<file path="src/logic/alu_config.svh">
`ifndef ALU_CONFIG_SVH
`define ALU_CONFIG_SVH

// data word
`define ALU_WORD_W 32

// destination register address
`define ALU_RADDR_W 5

// shift amount, low bits of operand 1
`define ALU_SHAMT_W 5

// decoded operation and result class
`define ALU_OP_W 8
`define ALU_SEL_W 3

`endif

</file>
<file path="src/logic/alu_pkg.sv">
`include "alu_config.svh"

package alu_pkg;

    typedef logic [`ALU_WORD_W-1:0] word_t;
    typedef logic [2*`ALU_WORD_W-1:0] dword_t;

    // result class, picks the writeback source
    typedef enum logic [`ALU_SEL_W-1:0] {
        SEL_NONE  = 3'b000,
        SEL_LOGIC = 3'b001,
        SEL_SHIFT = 3'b010,
        SEL_MOVE  = 3'b011,
        SEL_ARITH = 3'b100,
        SEL_MUL   = 3'b101
    } alu_sel_e;

    typedef enum logic [`ALU_OP_W-1:0] {
        OP_NOP = 8'h00, OP_SRL = 8'h02, OP_SRA = 8'h03, OP_MOVZ = 8'h0a,
        OP_MOVN = 8'h0b, OP_MFHI = 8'h10, OP_MTHI = 8'h11, OP_MFLO = 8'h12,
        OP_MTLO = 8'h13, OP_MULT = 8'h18, OP_MULTU = 8'h19, OP_ADD = 8'h20,
        OP_ADDU = 8'h21, OP_SUB = 8'h22, OP_SUBU = 8'h23, OP_AND = 8'h24,
        OP_OR = 8'h25, OP_XOR = 8'h26, OP_NOR = 8'h27, OP_SLT = 8'h2a,
        OP_SLTU = 8'h2b, OP_SLL = 8'h7c, OP_MADD = 8'ha6, OP_MADDU = 8'ha8,
        OP_MUL = 8'ha9, OP_MSUB = 8'haa, OP_MSUBU = 8'hab, OP_CLZ = 8'hb0,
        OP_CLO = 8'hb1
    } alu_op_e;

    typedef struct packed {
        alu_sel_e alusel;
        alu_op_e aluop;
        word_t reg1;
        word_t reg2;
        logic [`ALU_RADDR_W-1:0] wd;
        logic wreg;
    } exe_req_t;

    typedef struct packed {
        word_t wdata;
        logic [`ALU_RADDR_W-1:0] wd;
        logic wreg;
    } exe_wb_t;

    typedef struct packed {
        word_t hi;
        word_t lo;
    } hilo_t;

    // whole for accumulate arithmetic, halves for the register write
    typedef union packed {
        dword_t whole;
        hilo_t half;
    } hilo_u;

endpackage

</file>
<file path="src/logic/int_alu.sv">
`include "alu_config.svh"

module int_alu
    import alu_pkg::*;
(
    input  exe_req_t req_i,
    output word_t    alu_res_o,
    output logic     ov_o
);

    logic [`ALU_SHAMT_W-1:0] shamt;
    word_t sum;
    word_t diff;
    logic add_ov;
    logic sub_ov;

    // scan upward so the highest set bit wins
    function automatic logic [5:0] lead_zeros(input word_t w);
        logic [5:0] n;
        n = 6'd32;
        for (int i = 0; i < `ALU_WORD_W; i++) begin
            if (w[i]) begin
                n = 6'(`ALU_WORD_W - 1 - i);
            end
        end
        return n;
    endfunction

    assign shamt = req_i.reg1[`ALU_SHAMT_W-1:0];
    assign sum = req_i.reg1 + req_i.reg2;
    assign diff = req_i.reg1 - req_i.reg2;

    // same-sign operands, result sign flipped
    assign add_ov = (req_i.reg1[`ALU_WORD_W-1] == req_i.reg2[`ALU_WORD_W-1]) &&
                    (sum[`ALU_WORD_W-1] != req_i.reg1[`ALU_WORD_W-1]);
    assign sub_ov = (req_i.reg1[`ALU_WORD_W-1] != req_i.reg2[`ALU_WORD_W-1]) &&
                    (diff[`ALU_WORD_W-1] != req_i.reg1[`ALU_WORD_W-1]);

    // only the trapping forms report overflow
    assign ov_o = ((req_i.aluop == OP_ADD) && add_ov) ||
                  ((req_i.aluop == OP_SUB) && sub_ov);

    always_comb begin
        case (req_i.aluop)
            OP_AND: alu_res_o = req_i.reg1 & req_i.reg2;
            OP_OR: alu_res_o = req_i.reg1 | req_i.reg2;
            OP_XOR: alu_res_o = req_i.reg1 ^ req_i.reg2;
            OP_NOR: alu_res_o = ~(req_i.reg1 | req_i.reg2);
            OP_SLL: alu_res_o = req_i.reg2 << shamt;
            OP_SRL: alu_res_o = req_i.reg2 >> shamt;
            OP_SRA: alu_res_o = word_t'($signed(req_i.reg2) >>> shamt);
            OP_ADD, OP_ADDU: begin
                alu_res_o = sum;
            end
            OP_SUB, OP_SUBU: begin
                alu_res_o = diff;
            end
            OP_SLT: begin
                alu_res_o = word_t'($signed(req_i.reg1) < $signed(req_i.reg2));
            end
            OP_SLTU: begin
                alu_res_o = word_t'(req_i.reg1 < req_i.reg2);
            end
            OP_CLZ: begin
                alu_res_o = word_t'(lead_zeros(req_i.reg1));
            end
            // leading ones are leading zeros of the complement
            OP_CLO: begin
                alu_res_o = word_t'(lead_zeros(~req_i.reg1));
            end
            default: alu_res_o = '0;
        endcase
    end

endmodule

</file>
<file path="src/logic/mul_unit.sv">
`include "alu_config.svh"

module mul_unit
    import alu_pkg::*;
(
    input  logic     clk,
    input  logic     arst_n_i,
    input  exe_req_t req_i,
    input  hilo_t    hilo_i,
    output word_t    prod_lo_o,
    output logic     hilo_we_o,
    output hilo_u    hilo_wdata_o,
    output logic     stall_o,
    output logic     mul_stall_o
);

    logic signed_op;
    logic acc_op;
    logic sub_op;
    logic neg;
    logic step_q;
    word_t mag1;
    word_t mag2;
    dword_t mag_prod;
    dword_t prod;
    dword_t acc_q;

    assign signed_op = req_i.aluop inside {OP_MULT, OP_MUL, OP_MADD, OP_MSUB};
    assign acc_op = req_i.aluop inside {OP_MADD, OP_MADDU, OP_MSUB, OP_MSUBU};
    assign sub_op = req_i.aluop inside {OP_MSUB, OP_MSUBU};

    // multiply magnitudes, then put the sign back
    assign mag1 = (signed_op && req_i.reg1[`ALU_WORD_W-1]) ? -req_i.reg1 : req_i.reg1;
    assign mag2 = (signed_op && req_i.reg2[`ALU_WORD_W-1]) ? -req_i.reg2 : req_i.reg2;
    assign neg = signed_op && (req_i.reg1[`ALU_WORD_W-1] ^ req_i.reg2[`ALU_WORD_W-1]);
    assign mag_prod = dword_t'(mag1) * dword_t'(mag2);
    assign prod = neg ? -mag_prod : mag_prod;
    assign prod_lo_o = prod[`ALU_WORD_W-1:0];

    // first accumulate cycle holds the pipe
    assign stall_o = acc_op && !step_q;
    assign mul_stall_o = acc_op;

    always_ff @(posedge clk or negedge arst_n_i) begin
        if (!arst_n_i) begin
            step_q <= 1'b0;
        end else begin
            step_q <= stall_o;
        end
    end

    always_ff @(posedge clk) begin
        if (stall_o) begin
            acc_q <= prod;
        end
    end

    always_comb begin
        hilo_we_o = 1'b0;
        hilo_wdata_o.whole = prod;
        if (req_i.aluop inside {OP_MULT, OP_MULTU}) begin
            hilo_we_o = 1'b1;
        end else if (acc_op && step_q) begin
            hilo_we_o = 1'b1;
            hilo_wdata_o.whole = sub_op ? dword_t'(hilo_i) - acc_q : dword_t'(hilo_i) + acc_q;
        end
    end

    // accumulate request stays put across the stalled edge
    a_req_held_on_stall: assert property (
        @(posedge clk) disable iff (!arst_n_i) stall_o |=> $stable(req_i)
    );

endmodule

</file>
<file path="src/logic/hilo_unit.sv">
module hilo_unit
    import alu_pkg::*;
(
    input  logic     clk,
    input  logic     arst_n_i,
    input  exe_req_t req_i,
    input  logic     mul_we_i,
    input  hilo_u    mul_wdata_i,
    output hilo_t    hilo_o,
    output word_t    move_res_o
);

    hilo_t hilo_q;
    logic mthi;
    logic mtlo;

    assign mthi = (req_i.aluop == OP_MTHI);
    assign mtlo = (req_i.aluop == OP_MTLO);

    // multiplier write wins, moves touch one half only
    always_ff @(posedge clk or negedge arst_n_i) begin
        if (!arst_n_i) begin
            hilo_q <= '0;
        end else if (mul_we_i) begin
            hilo_q <= mul_wdata_i.half;
        end else if (mthi) begin
            hilo_q.hi <= req_i.reg1;
        end else if (mtlo) begin
            hilo_q.lo <= req_i.reg1;
        end
    end

    assign hilo_o = hilo_q;

    always_comb begin
        case (req_i.aluop)
            OP_MOVZ, OP_MOVN: move_res_o = req_i.reg1;
            OP_MFHI: move_res_o = hilo_q.hi;
            OP_MFLO: move_res_o = hilo_q.lo;
            default: move_res_o = '0;
        endcase
    end

    a_single_writer: assert property (
        @(posedge clk) disable iff (!arst_n_i) !(mul_we_i && (mthi || mtlo))
    );

endmodule

</file>
<file path="src/logic/ex_result_reg.sv">
`include "alu_config.svh"

module ex_result_reg
    import alu_pkg::*;
(
    input  logic     clk,
    input  logic     arst_n_i,
    input  exe_req_t req_i,
    input  word_t    alu_res_i,
    input  logic     ov_i,
    input  word_t    prod_lo_i,
    input  word_t    move_res_i,
    input  logic     mul_stall_i,
    output exe_wb_t  wb_o
);

    word_t wdata_d;
    word_t wdata_q;
    logic [$bits(req_i.wd)-1:0] wd_q;
    logic wreg_q;

    always_comb begin
        case (req_i.alusel)
            SEL_LOGIC, SEL_SHIFT, SEL_ARITH: wdata_d = alu_res_i;
            SEL_MOVE: wdata_d = move_res_i;
            SEL_MUL: wdata_d = prod_lo_i;
            default: wdata_d = '0;
        endcase
    end

    // no register write on overflow or while accumulating
    always_ff @(posedge clk or negedge arst_n_i) begin
        if (!arst_n_i) begin
            wreg_q <= 1'b0;
        end else begin
            wreg_q <= req_i.wreg && !ov_i && !mul_stall_i;
        end
    end

    always_ff @(posedge clk) begin
        wdata_q <= wdata_d;
        wd_q <= req_i.wd;
    end

    assign wb_o = '{wdata: wdata_q, wd: wd_q, wreg: wreg_q};

    // signed add whose sum sign breaks from same-sign operands
    a_ov_no_write: assert property (
        @(posedge clk) disable iff (!arst_n_i)
        (req_i.aluop == OP_ADD &&
         req_i.reg1[`ALU_WORD_W-1] == req_i.reg2[`ALU_WORD_W-1] &&
         alu_res_i[`ALU_WORD_W-1] != req_i.reg1[`ALU_WORD_W-1]) |=> !wb_o.wreg
    );

endmodule

</file>
<file path="src/logic/ex_stage.sv">
module ex_stage
    import alu_pkg::*;
(
    input  logic     clk,
    input  logic     arst_n_i,
    input  exe_req_t req_i,
    output exe_wb_t  wb_o,
    output logic     stall_o
);

    word_t alu_res;
    logic ov;
    word_t prod_lo;
    logic mul_we;
    hilo_u mul_wdata;
    logic mul_stall;
    hilo_t hilo;
    word_t move_res;

    int_alu u_int_alu (
        .req_i     (req_i),
        .alu_res_o (alu_res),
        .ov_o      (ov)
    );

    mul_unit u_mul_unit (
        .clk          (clk),
        .arst_n_i     (arst_n_i),
        .req_i        (req_i),
        .hilo_i       (hilo),
        .prod_lo_o    (prod_lo),
        .hilo_we_o    (mul_we),
        .hilo_wdata_o (mul_wdata),
        .stall_o      (stall_o),
        .mul_stall_o  (mul_stall)
    );

    hilo_unit u_hilo_unit (
        .clk         (clk),
        .arst_n_i    (arst_n_i),
        .req_i       (req_i),
        .mul_we_i    (mul_we),
        .mul_wdata_i (mul_wdata),
        .hilo_o      (hilo),
        .move_res_o  (move_res)
    );

    ex_result_reg u_ex_result_reg (
        .clk         (clk),
        .arst_n_i    (arst_n_i),
        .req_i       (req_i),
        .alu_res_i   (alu_res),
        .ov_i        (ov),
        .prod_lo_i   (prod_lo),
        .move_res_i  (move_res),
        .mul_stall_i (mul_stall),
        .wb_o        (wb_o)
    );

endmodule

</file>
<file path="config.mk">
export PLATFORM = sky130hd
export DESIGN_NAME = ex_stage
export DESIGN_NICKNAME = d
export VERILOG_FILES = /design/src/logic/alu_pkg.sv /design/src/logic/int_alu.sv /design/src/logic/mul_unit.sv /design/src/logic/hilo_unit.sv /design/src/logic/ex_result_reg.sv /design/src/logic/ex_stage.sv
export VERILOG_INCLUDE_DIRS = /design/src /design/src/logic
export SDC_FILE = /design/constraint.sdc
export NUM_CORES = 2
export LEC_CHECK = 0
export ABC_CLOCK_PERIOD_IN_PS = 11700
export BUFFER_PORTS_ARGS = -buffer_cell sky130_fd_sc_hd__clkbuf_2
export CAP_MARGIN = 30
export CORE_ASPECT_RATIO = 0.8
export CORE_MARGIN = 5
export CORE_UTILIZATION = 72
export DETAILED_ROUTE_END_ITERATION = 8
export GPL_TIMING_DRIVEN = 0
export PLACE_DENSITY = 0.95
export SLEW_MARGIN = 20
export SYNTH_ARGS = -nofsm -noshare
export SYNTH_HDL_FRONTEND = slang
export SYNTH_SLANG_ARGS = --single-unit
</file>
<file path="constraint.sdc">
create_clock -name clk -period 11.7 [get_ports clk]
set_clock_uncertainty 0.15 [all_clocks]
set_input_delay 1.17 -clock clk [delete_from_list [all_inputs] [get_ports clk]]
set_output_delay 1.17 -clock clk [all_outputs]
set_load 0.01 [all_outputs]
</file>
==> Implementation_results.wiki, run 1 <==
{| class="wikitable"
! Metric !! Value
|-
| Starting Density || 72.9%
|-
| Via count of the first global-routing pass || 83,800
|-
| Total standard cell area after synthesis || 56,400 um^2
|-
| Global-route wire length before repair || 601,000 um
|-
| Count of synthesis-stage warnings from yosys || 0
|-
| Clock Sink Count || 167
|-
| # IOs || 122
|-
| Outcome || stopped before the end
|-
| H-tree levels || 4
|-
| Buffers from clock root to sink, at most || 2
|-
| Biggest area consumer among synthesized cells || fa_1
|-
| Number of buffer cells added on primary ports || 118
|-
| Post-detail-place hpwl || 213,000 um
|-
| Proportion of netlist area held by the largest area contributor || 31.9%
|-
| Die span in x || 323 um
|-
| Root buffer selected by CTS || clkbuf_16
|-
| Maximum number of pins on one net before global-route repair || 51
|-
| Area contributors post-synth || fa_1, ha_1, inv_1, nor2_1, nand2_1
|-
| Most frequently used flop master after synthesis || dfrtp_1
|-
| Proportion of register bits with asynchronous set or reset after synthesis || 39.5%
|-
| Last weighted congestion value of the routability-driven placer || 1.58
|-
| Final global-route overflow total || 4,795
|-
| Run-stopping error || [ERROR GRT-0116] Global routing finished with congestion. Check the congestion regions in the DRC Viewer.
|-
| Syn Area/Cell || 8.04 um^2
|-
| Row count || 91
|-
| Clock buffers created by TritonCTS || 17
|-
| Post-Syn Instances || 7,008
|-
| Number of flops mapped to enable cells by yosys || 64
|-
| Sequential fraction of the synthesis area || 7.65%
|-
| Distinct cell type count of the synthesized netlist || 100
|-
| Last step reached || global routing (5_1_grt)
|-
| GRT Overall Usage || 97.7%
|-
| Synthesized net count || 8,422
|-
| Flip-flop and latch count after synthesis || 167
|-
| Height of the die || 260 um
|}
## cells by family after synthesis
group | synth area share [%]
compound gates | 15.4
xor+xnor | 6.26
fa+ha+maj | 41.5
buf+inv | 9.54
flops | 7.65
mux | 2.76
simple gates | 16.9
## cell usage after synthesis, drive strengths merged, types with 10 or more instances
cell	number
inv	1005
fa	899
nor2	896
nand2	798
ha	432
clkbuf	383
a21oi	381
o21ai	357
xnor2	289
xor2	114
mux2i	105
nor3	82
a21o	73
nand3	70
dfrtp	66
edfxtp	64
nand4	60
o31ai	55
a211oi	51
nand2b	48
o211ai	47
or3	47
o221ai	38
buf	37
dfxtp	37
o21bai	37
a222oi	35
a31oi	35
and2	34
o41ai	31
nor4	30
o21a	30
or4	25
and3	24
a221oi	23
nor2b	21
mux4	19
o22ai	19
a221o	15
or2	15
and4	13
a22oi	11
a311oi	10
nand3b	10
## metal layers
metal | track usage, % | GRT overflow
met2 | 106 | 2183
met1 | 93.9 | 977
met5 | 91.1 | 85
met3 | 92.9 | 632
met4 | 98.4 | 918
## through the flow
step	cells	hold WS [ns]	util (%)	instance area (um^2)	setup slack [ns]
floorplan	7008	0.318	-	56900	-0.00586
global placement	8149	0.370	76.0	58800	-3.34
detailed placement	8174	0.382	76.7	59300	-3.63
CTS	8386	0.422	84.0	65000	0.00150
## repair_timing
item,in CTS
setup buffers,205
setup endpoints to repair,126
hold endpoints to repair,0
hold buffers,0
gates cloned,4
resized for setup,727
pin swaps,142
==> run 2: changes to the inputs <==
--- a/config.mk
+++ b/config.mk
@@ -9,12 +9,11 @@
 export ABC_CLOCK_PERIOD_IN_PS = 11700
 export BUFFER_PORTS_ARGS = -buffer_cell sky130_fd_sc_hd__clkbuf_2
 export CAP_MARGIN = 30
-export CORE_ASPECT_RATIO = 0.8
 export CORE_MARGIN = 5
-export CORE_UTILIZATION = 72
+export CORE_UTILIZATION = 40
 export DETAILED_ROUTE_END_ITERATION = 8
 export GPL_TIMING_DRIVEN = 0
-export PLACE_DENSITY = 0.95
+export PLACE_DENSITY_LB_ADDON = 0.15
 export SLEW_MARGIN = 20
 export SYNTH_ARGS = -nofsm -noshare
 export SYNTH_HDL_FRONTEND = slang
==> Implementation_results.wiki, run 2 <==
{| class="wikitable"
! Metric !! Value
|-
| CP startpoint kind || input pin
|-
| Combined flip-flop and latch cell area || 4310 um^2
|-
| Root buffer selected by CTS || clkbuf_16
|-
| CP max-delay cell || fa_2
|-
| Final Max Slew Viols || 0
|-
| Count of TritonRoute iterations in the first routing pass || 9
|-
| Average via count per standard cell || 6.11
|-
| Number of flops mapped to enable cells by yosys || 64 (unchanged)
|-
| Flip-flop and latch count after synthesis || 167 (unchanged)
|-
| Violations in the final reports || negative setup slack
|-
| Top routing layer in use || met5
|-
| Total standard cell area after synthesis || 56,400 um^2 (unchanged)
|-
| Endpoint kind of the worst setup timing path || register
|-
| Biggest area consumer among synthesized cells || fa_1
|-
| Final-report setup violation count || 25
|-
| Final hold violation count || 0
|-
| Final period util || 102%
|-
| Simple logic cell fraction of the synthesized area || 16.9% (unchanged)
|-
| XOR/XNOR share of the synthesized area || 6.26% (unchanged)
|-
| Sequential fraction of the synthesis area || 7.65% (unchanged)
|-
| Worst-path clk slew || 0.08 ns
|-
| Final worst slack || -0.266 ns
|-
| Synthesized net count || 8,422 (unchanged)
|-
| Number of buffer cells added on primary ports || 118 (unchanged)
|-
| Total cell area at the placement stage || 61,500 um^2 (+3.8%)
|-
| Leading cell types in the layout, fill and taps excluded || inv_1, nor2_1, fa_1, nand2_1, ha_1
|-
| Total Die Area || 149,000 um^2
|-
| # IOs || 122 (unchanged)
|-
| Row count || 137 (+51%)
|-
| Commonest non-fill, non-tap cell in the layout || inv_1
|-
| Clock tree from TritonCTS || yes
|-
| Outcome || complete, but fails checks
|-
| Post-detail-place hpwl || 266,000 um (+25%)
|-
| Proportion of register bits with asynchronous set or reset after synthesis || 39.5% (unchanged)
|-
| CP Data Arrival Time || 12.04 ns
|-
| Core box area || 140,000 um^2
|-
| Clock Sink Count || 167 (unchanged)
|-
| Most common library cells after synthesis || inv_1, fa_1, nor2_1
|-
| Max-cap violations || 0
|-
| Average wire per cell in the routed design || 34.1 um
|-
| Number of nets with antenna violations after routing || 0
|-
| Clock buffers created by TritonCTS || 17 (unchanged)
|-
| Wirelength, routed || 323,000 um
|-
| DRC errors left || 0
|-
| Slowest stage delay, CP || 0.61 ns
|-
| Met3 wirelength from detailed routing || 31,600 um
|-
| Synthesized-area fraction occupied by adder cells || 41.5% (unchanged)
|-
| Area used by multi-input combinational logic || 51,100 um^2
|-
| Most frequently used flop master after synthesis || dfrtp_1
|-
| H-tree levels || 4 (unchanged)
|-
| Global-route wire length before repair || 447,000 um
|-
| Actual slew at the worst max-slew pin || 1.22 ns
|-
| Distinct cell type count of the synthesized netlist || 100 (unchanged)
|-
| Final global-route overflow total || 0
|-
| Mux cell area share after synthesis || 2.76% (unchanged)
|-
| Proportion of layout cells with a drive suffix above 1 || 18.9%
|-
| Fill cells || 13,500
|-
| Maximum fanout encountered on the critical timing path || 8
|-
| Leading cell type by number of instances after synthesis || inv_1
|-
| Most frequent CP cell || fa_1
|-
| Maximum number of pins on one net before global-route repair || 44
|-
| Post-Syn Instances || 7,008 (unchanged)
|-
| Unrepaired setup endpoints after global routing || true
|-
| Proportion of netlist area held by the largest area contributor || 31.9% (unchanged)
|-
| Starting Density || 40.4% (-33 points)
|-
| Wire length on met2 || 138,000 um
|-
| Minimum clock period after layout || 11.97 ns
|-
| Iteration-0 DRC Markers || 6,279
|-
| Via count of the first global-routing pass || 58,000
|-
| Syn Area/Cell || 8.04 um^2 (unchanged)
|-
| Worst skew pair latency || 0.47 ns
|-
| Upper clock frequency limit || 83.6 MHz
|-
| Met1 routed wirelength after detailed routing || 123,000 um
|-
| Worst hold margin || 0.422 ns
|-
| Main combinational cell family by area after synthesis || adder cells
|-
| Vias || 57,900
|-
| Synthesis-to-layout area growth || 25.0%
|-
| Slew Limit Headroom || 18.9%
|-
| Buffers from clock root to sink, at most || 2 (unchanged)
|-
| Height of the die || 385 um (+48%)
|-
| GRT Overall Usage || 42.8%
|-
| Hold Crit Depth || 2
|-
| Die span in x || 385 um (+19%)
|-
| Required time of the critical path || 11.78 ns
|-
| Kind of path behind the tightest hold check || register to register
|-
| Count of synthesis-stage warnings from yosys || 0 (unchanged)
|-
| Number of cells on the worst reg-to-reg path || 22
|-
| Initial antenna violation count || 12
|-
| Share of the core filled with cells || 50.4%
|-
| Compound-gate portion of the synthesized area || 15.4% (unchanged)
|-
| Area contributors post-synth || fa_1, ha_1, inv_1, nor2_1, nand2_1
|-
| Final #Nets || 8,994
|-
| Class of the most critical setup path || input pin to register
|-
| Final standard cell area without fillers || 70,400 um^2
|-
| Last weighted congestion value of the routability-driven placer || 1.07 (-32%)
|}
[run 2: layout make-up]
type                            count  share of cell area, %
Clock inverter                     15                  0.298
Multi-Input combinational cell   5412                   72.5
Inverter                         1009                   5.48
Clock buffer                       17                  0.604
Antenna cell                        9                 0.0320
Tap cell                         1876                   3.33
Sequential cell                   167                   6.12
Buffer                            372                   3.75
Timing Repair Buffer              601                   7.87
[run 2: critical path: cells and delay by family]
family	cells	cell delay, ns
compound gates	5	0.64
xor+xnor	2	0.26
fa+ha+maj	9	4.31
buf+inv	15	1.73
simple gates	14	3.86
[run 2: through the flow]
stage / setup WS, ns / instances / setup TNS, ns
2_1_floorplan: -0.00586 / 7008 / -0.00909
3_3_place_gp: -5.01 / 9002 / -474.02
3_5_place_dp: -4.36 / 9098 / -369.57
4_1_cts: -0.187 / 9360 / -1.71
5_1_grt: -0.394 / 9471 / -8.34
6_report: -0.266 / 9478 / -2.50
[run 2: timing repair]
item,4_1_cts,5_1_grt
setup buffers,264,118
endpoints found under the setup margin,127,88
gates cloned,5,1
gates resized for setup,774,389
pin swaps,193,180
hold buffers,0,0
[run 2: cells by family (layout without fill, tap and decap cells)]
| logic type | Yosys count | in the layout |
|---|---|---|
| other | 0 | 9 |
| AO/OA/AOI/OAI | 1351 | 1351 |
| buffers and inverters | 1429 | 2014 |
| adder cells (fa/ha/maj) | 1331 | 1331 |
| AND/OR/NAND/NOR | 2196 | 2196 |
| flip-flops | 167 | 167 |
| multiplexers | 131 | 131 |
| XOR/XNOR | 403 | 403 |
[run 2: final timing paths]
| check | from | slack [ns] | to |
|---|---|---|---|
| max reg2reg | u_mul_unit.acc_q[6] | 4.16 | u_hilo_unit.hilo_o[52] |
| max | req_i[76] | -0.27 | u_mul_unit.acc_q[56] |
| min in group asynchronous | arst_n_i | 0.52 | u_hilo_unit.hilo_o[26] |
| min reg2reg | u_hilo_unit.hilo_o[0] | 0.42 | u_hilo_unit.hilo_o[0] |
| max in group asynchronous | arst_n_i | 10.27 | u_hilo_unit.hilo_o[58] |
| min | u_hilo_unit.hilo_o[0] | 0.42 | u_hilo_unit.hilo_o[0] |
[run 2: routing by layer]
metal  up-vias  GRT usage (%)
li1      24200              -
met1     29400           53.5
met2      3401           64.8
met3       975           10.2
met4         6           30.8
met5         -              0
Power of run 2 is not shown: default switching activity piles up to over one toggle a cycle in this logic, so the estimate is an artifact.
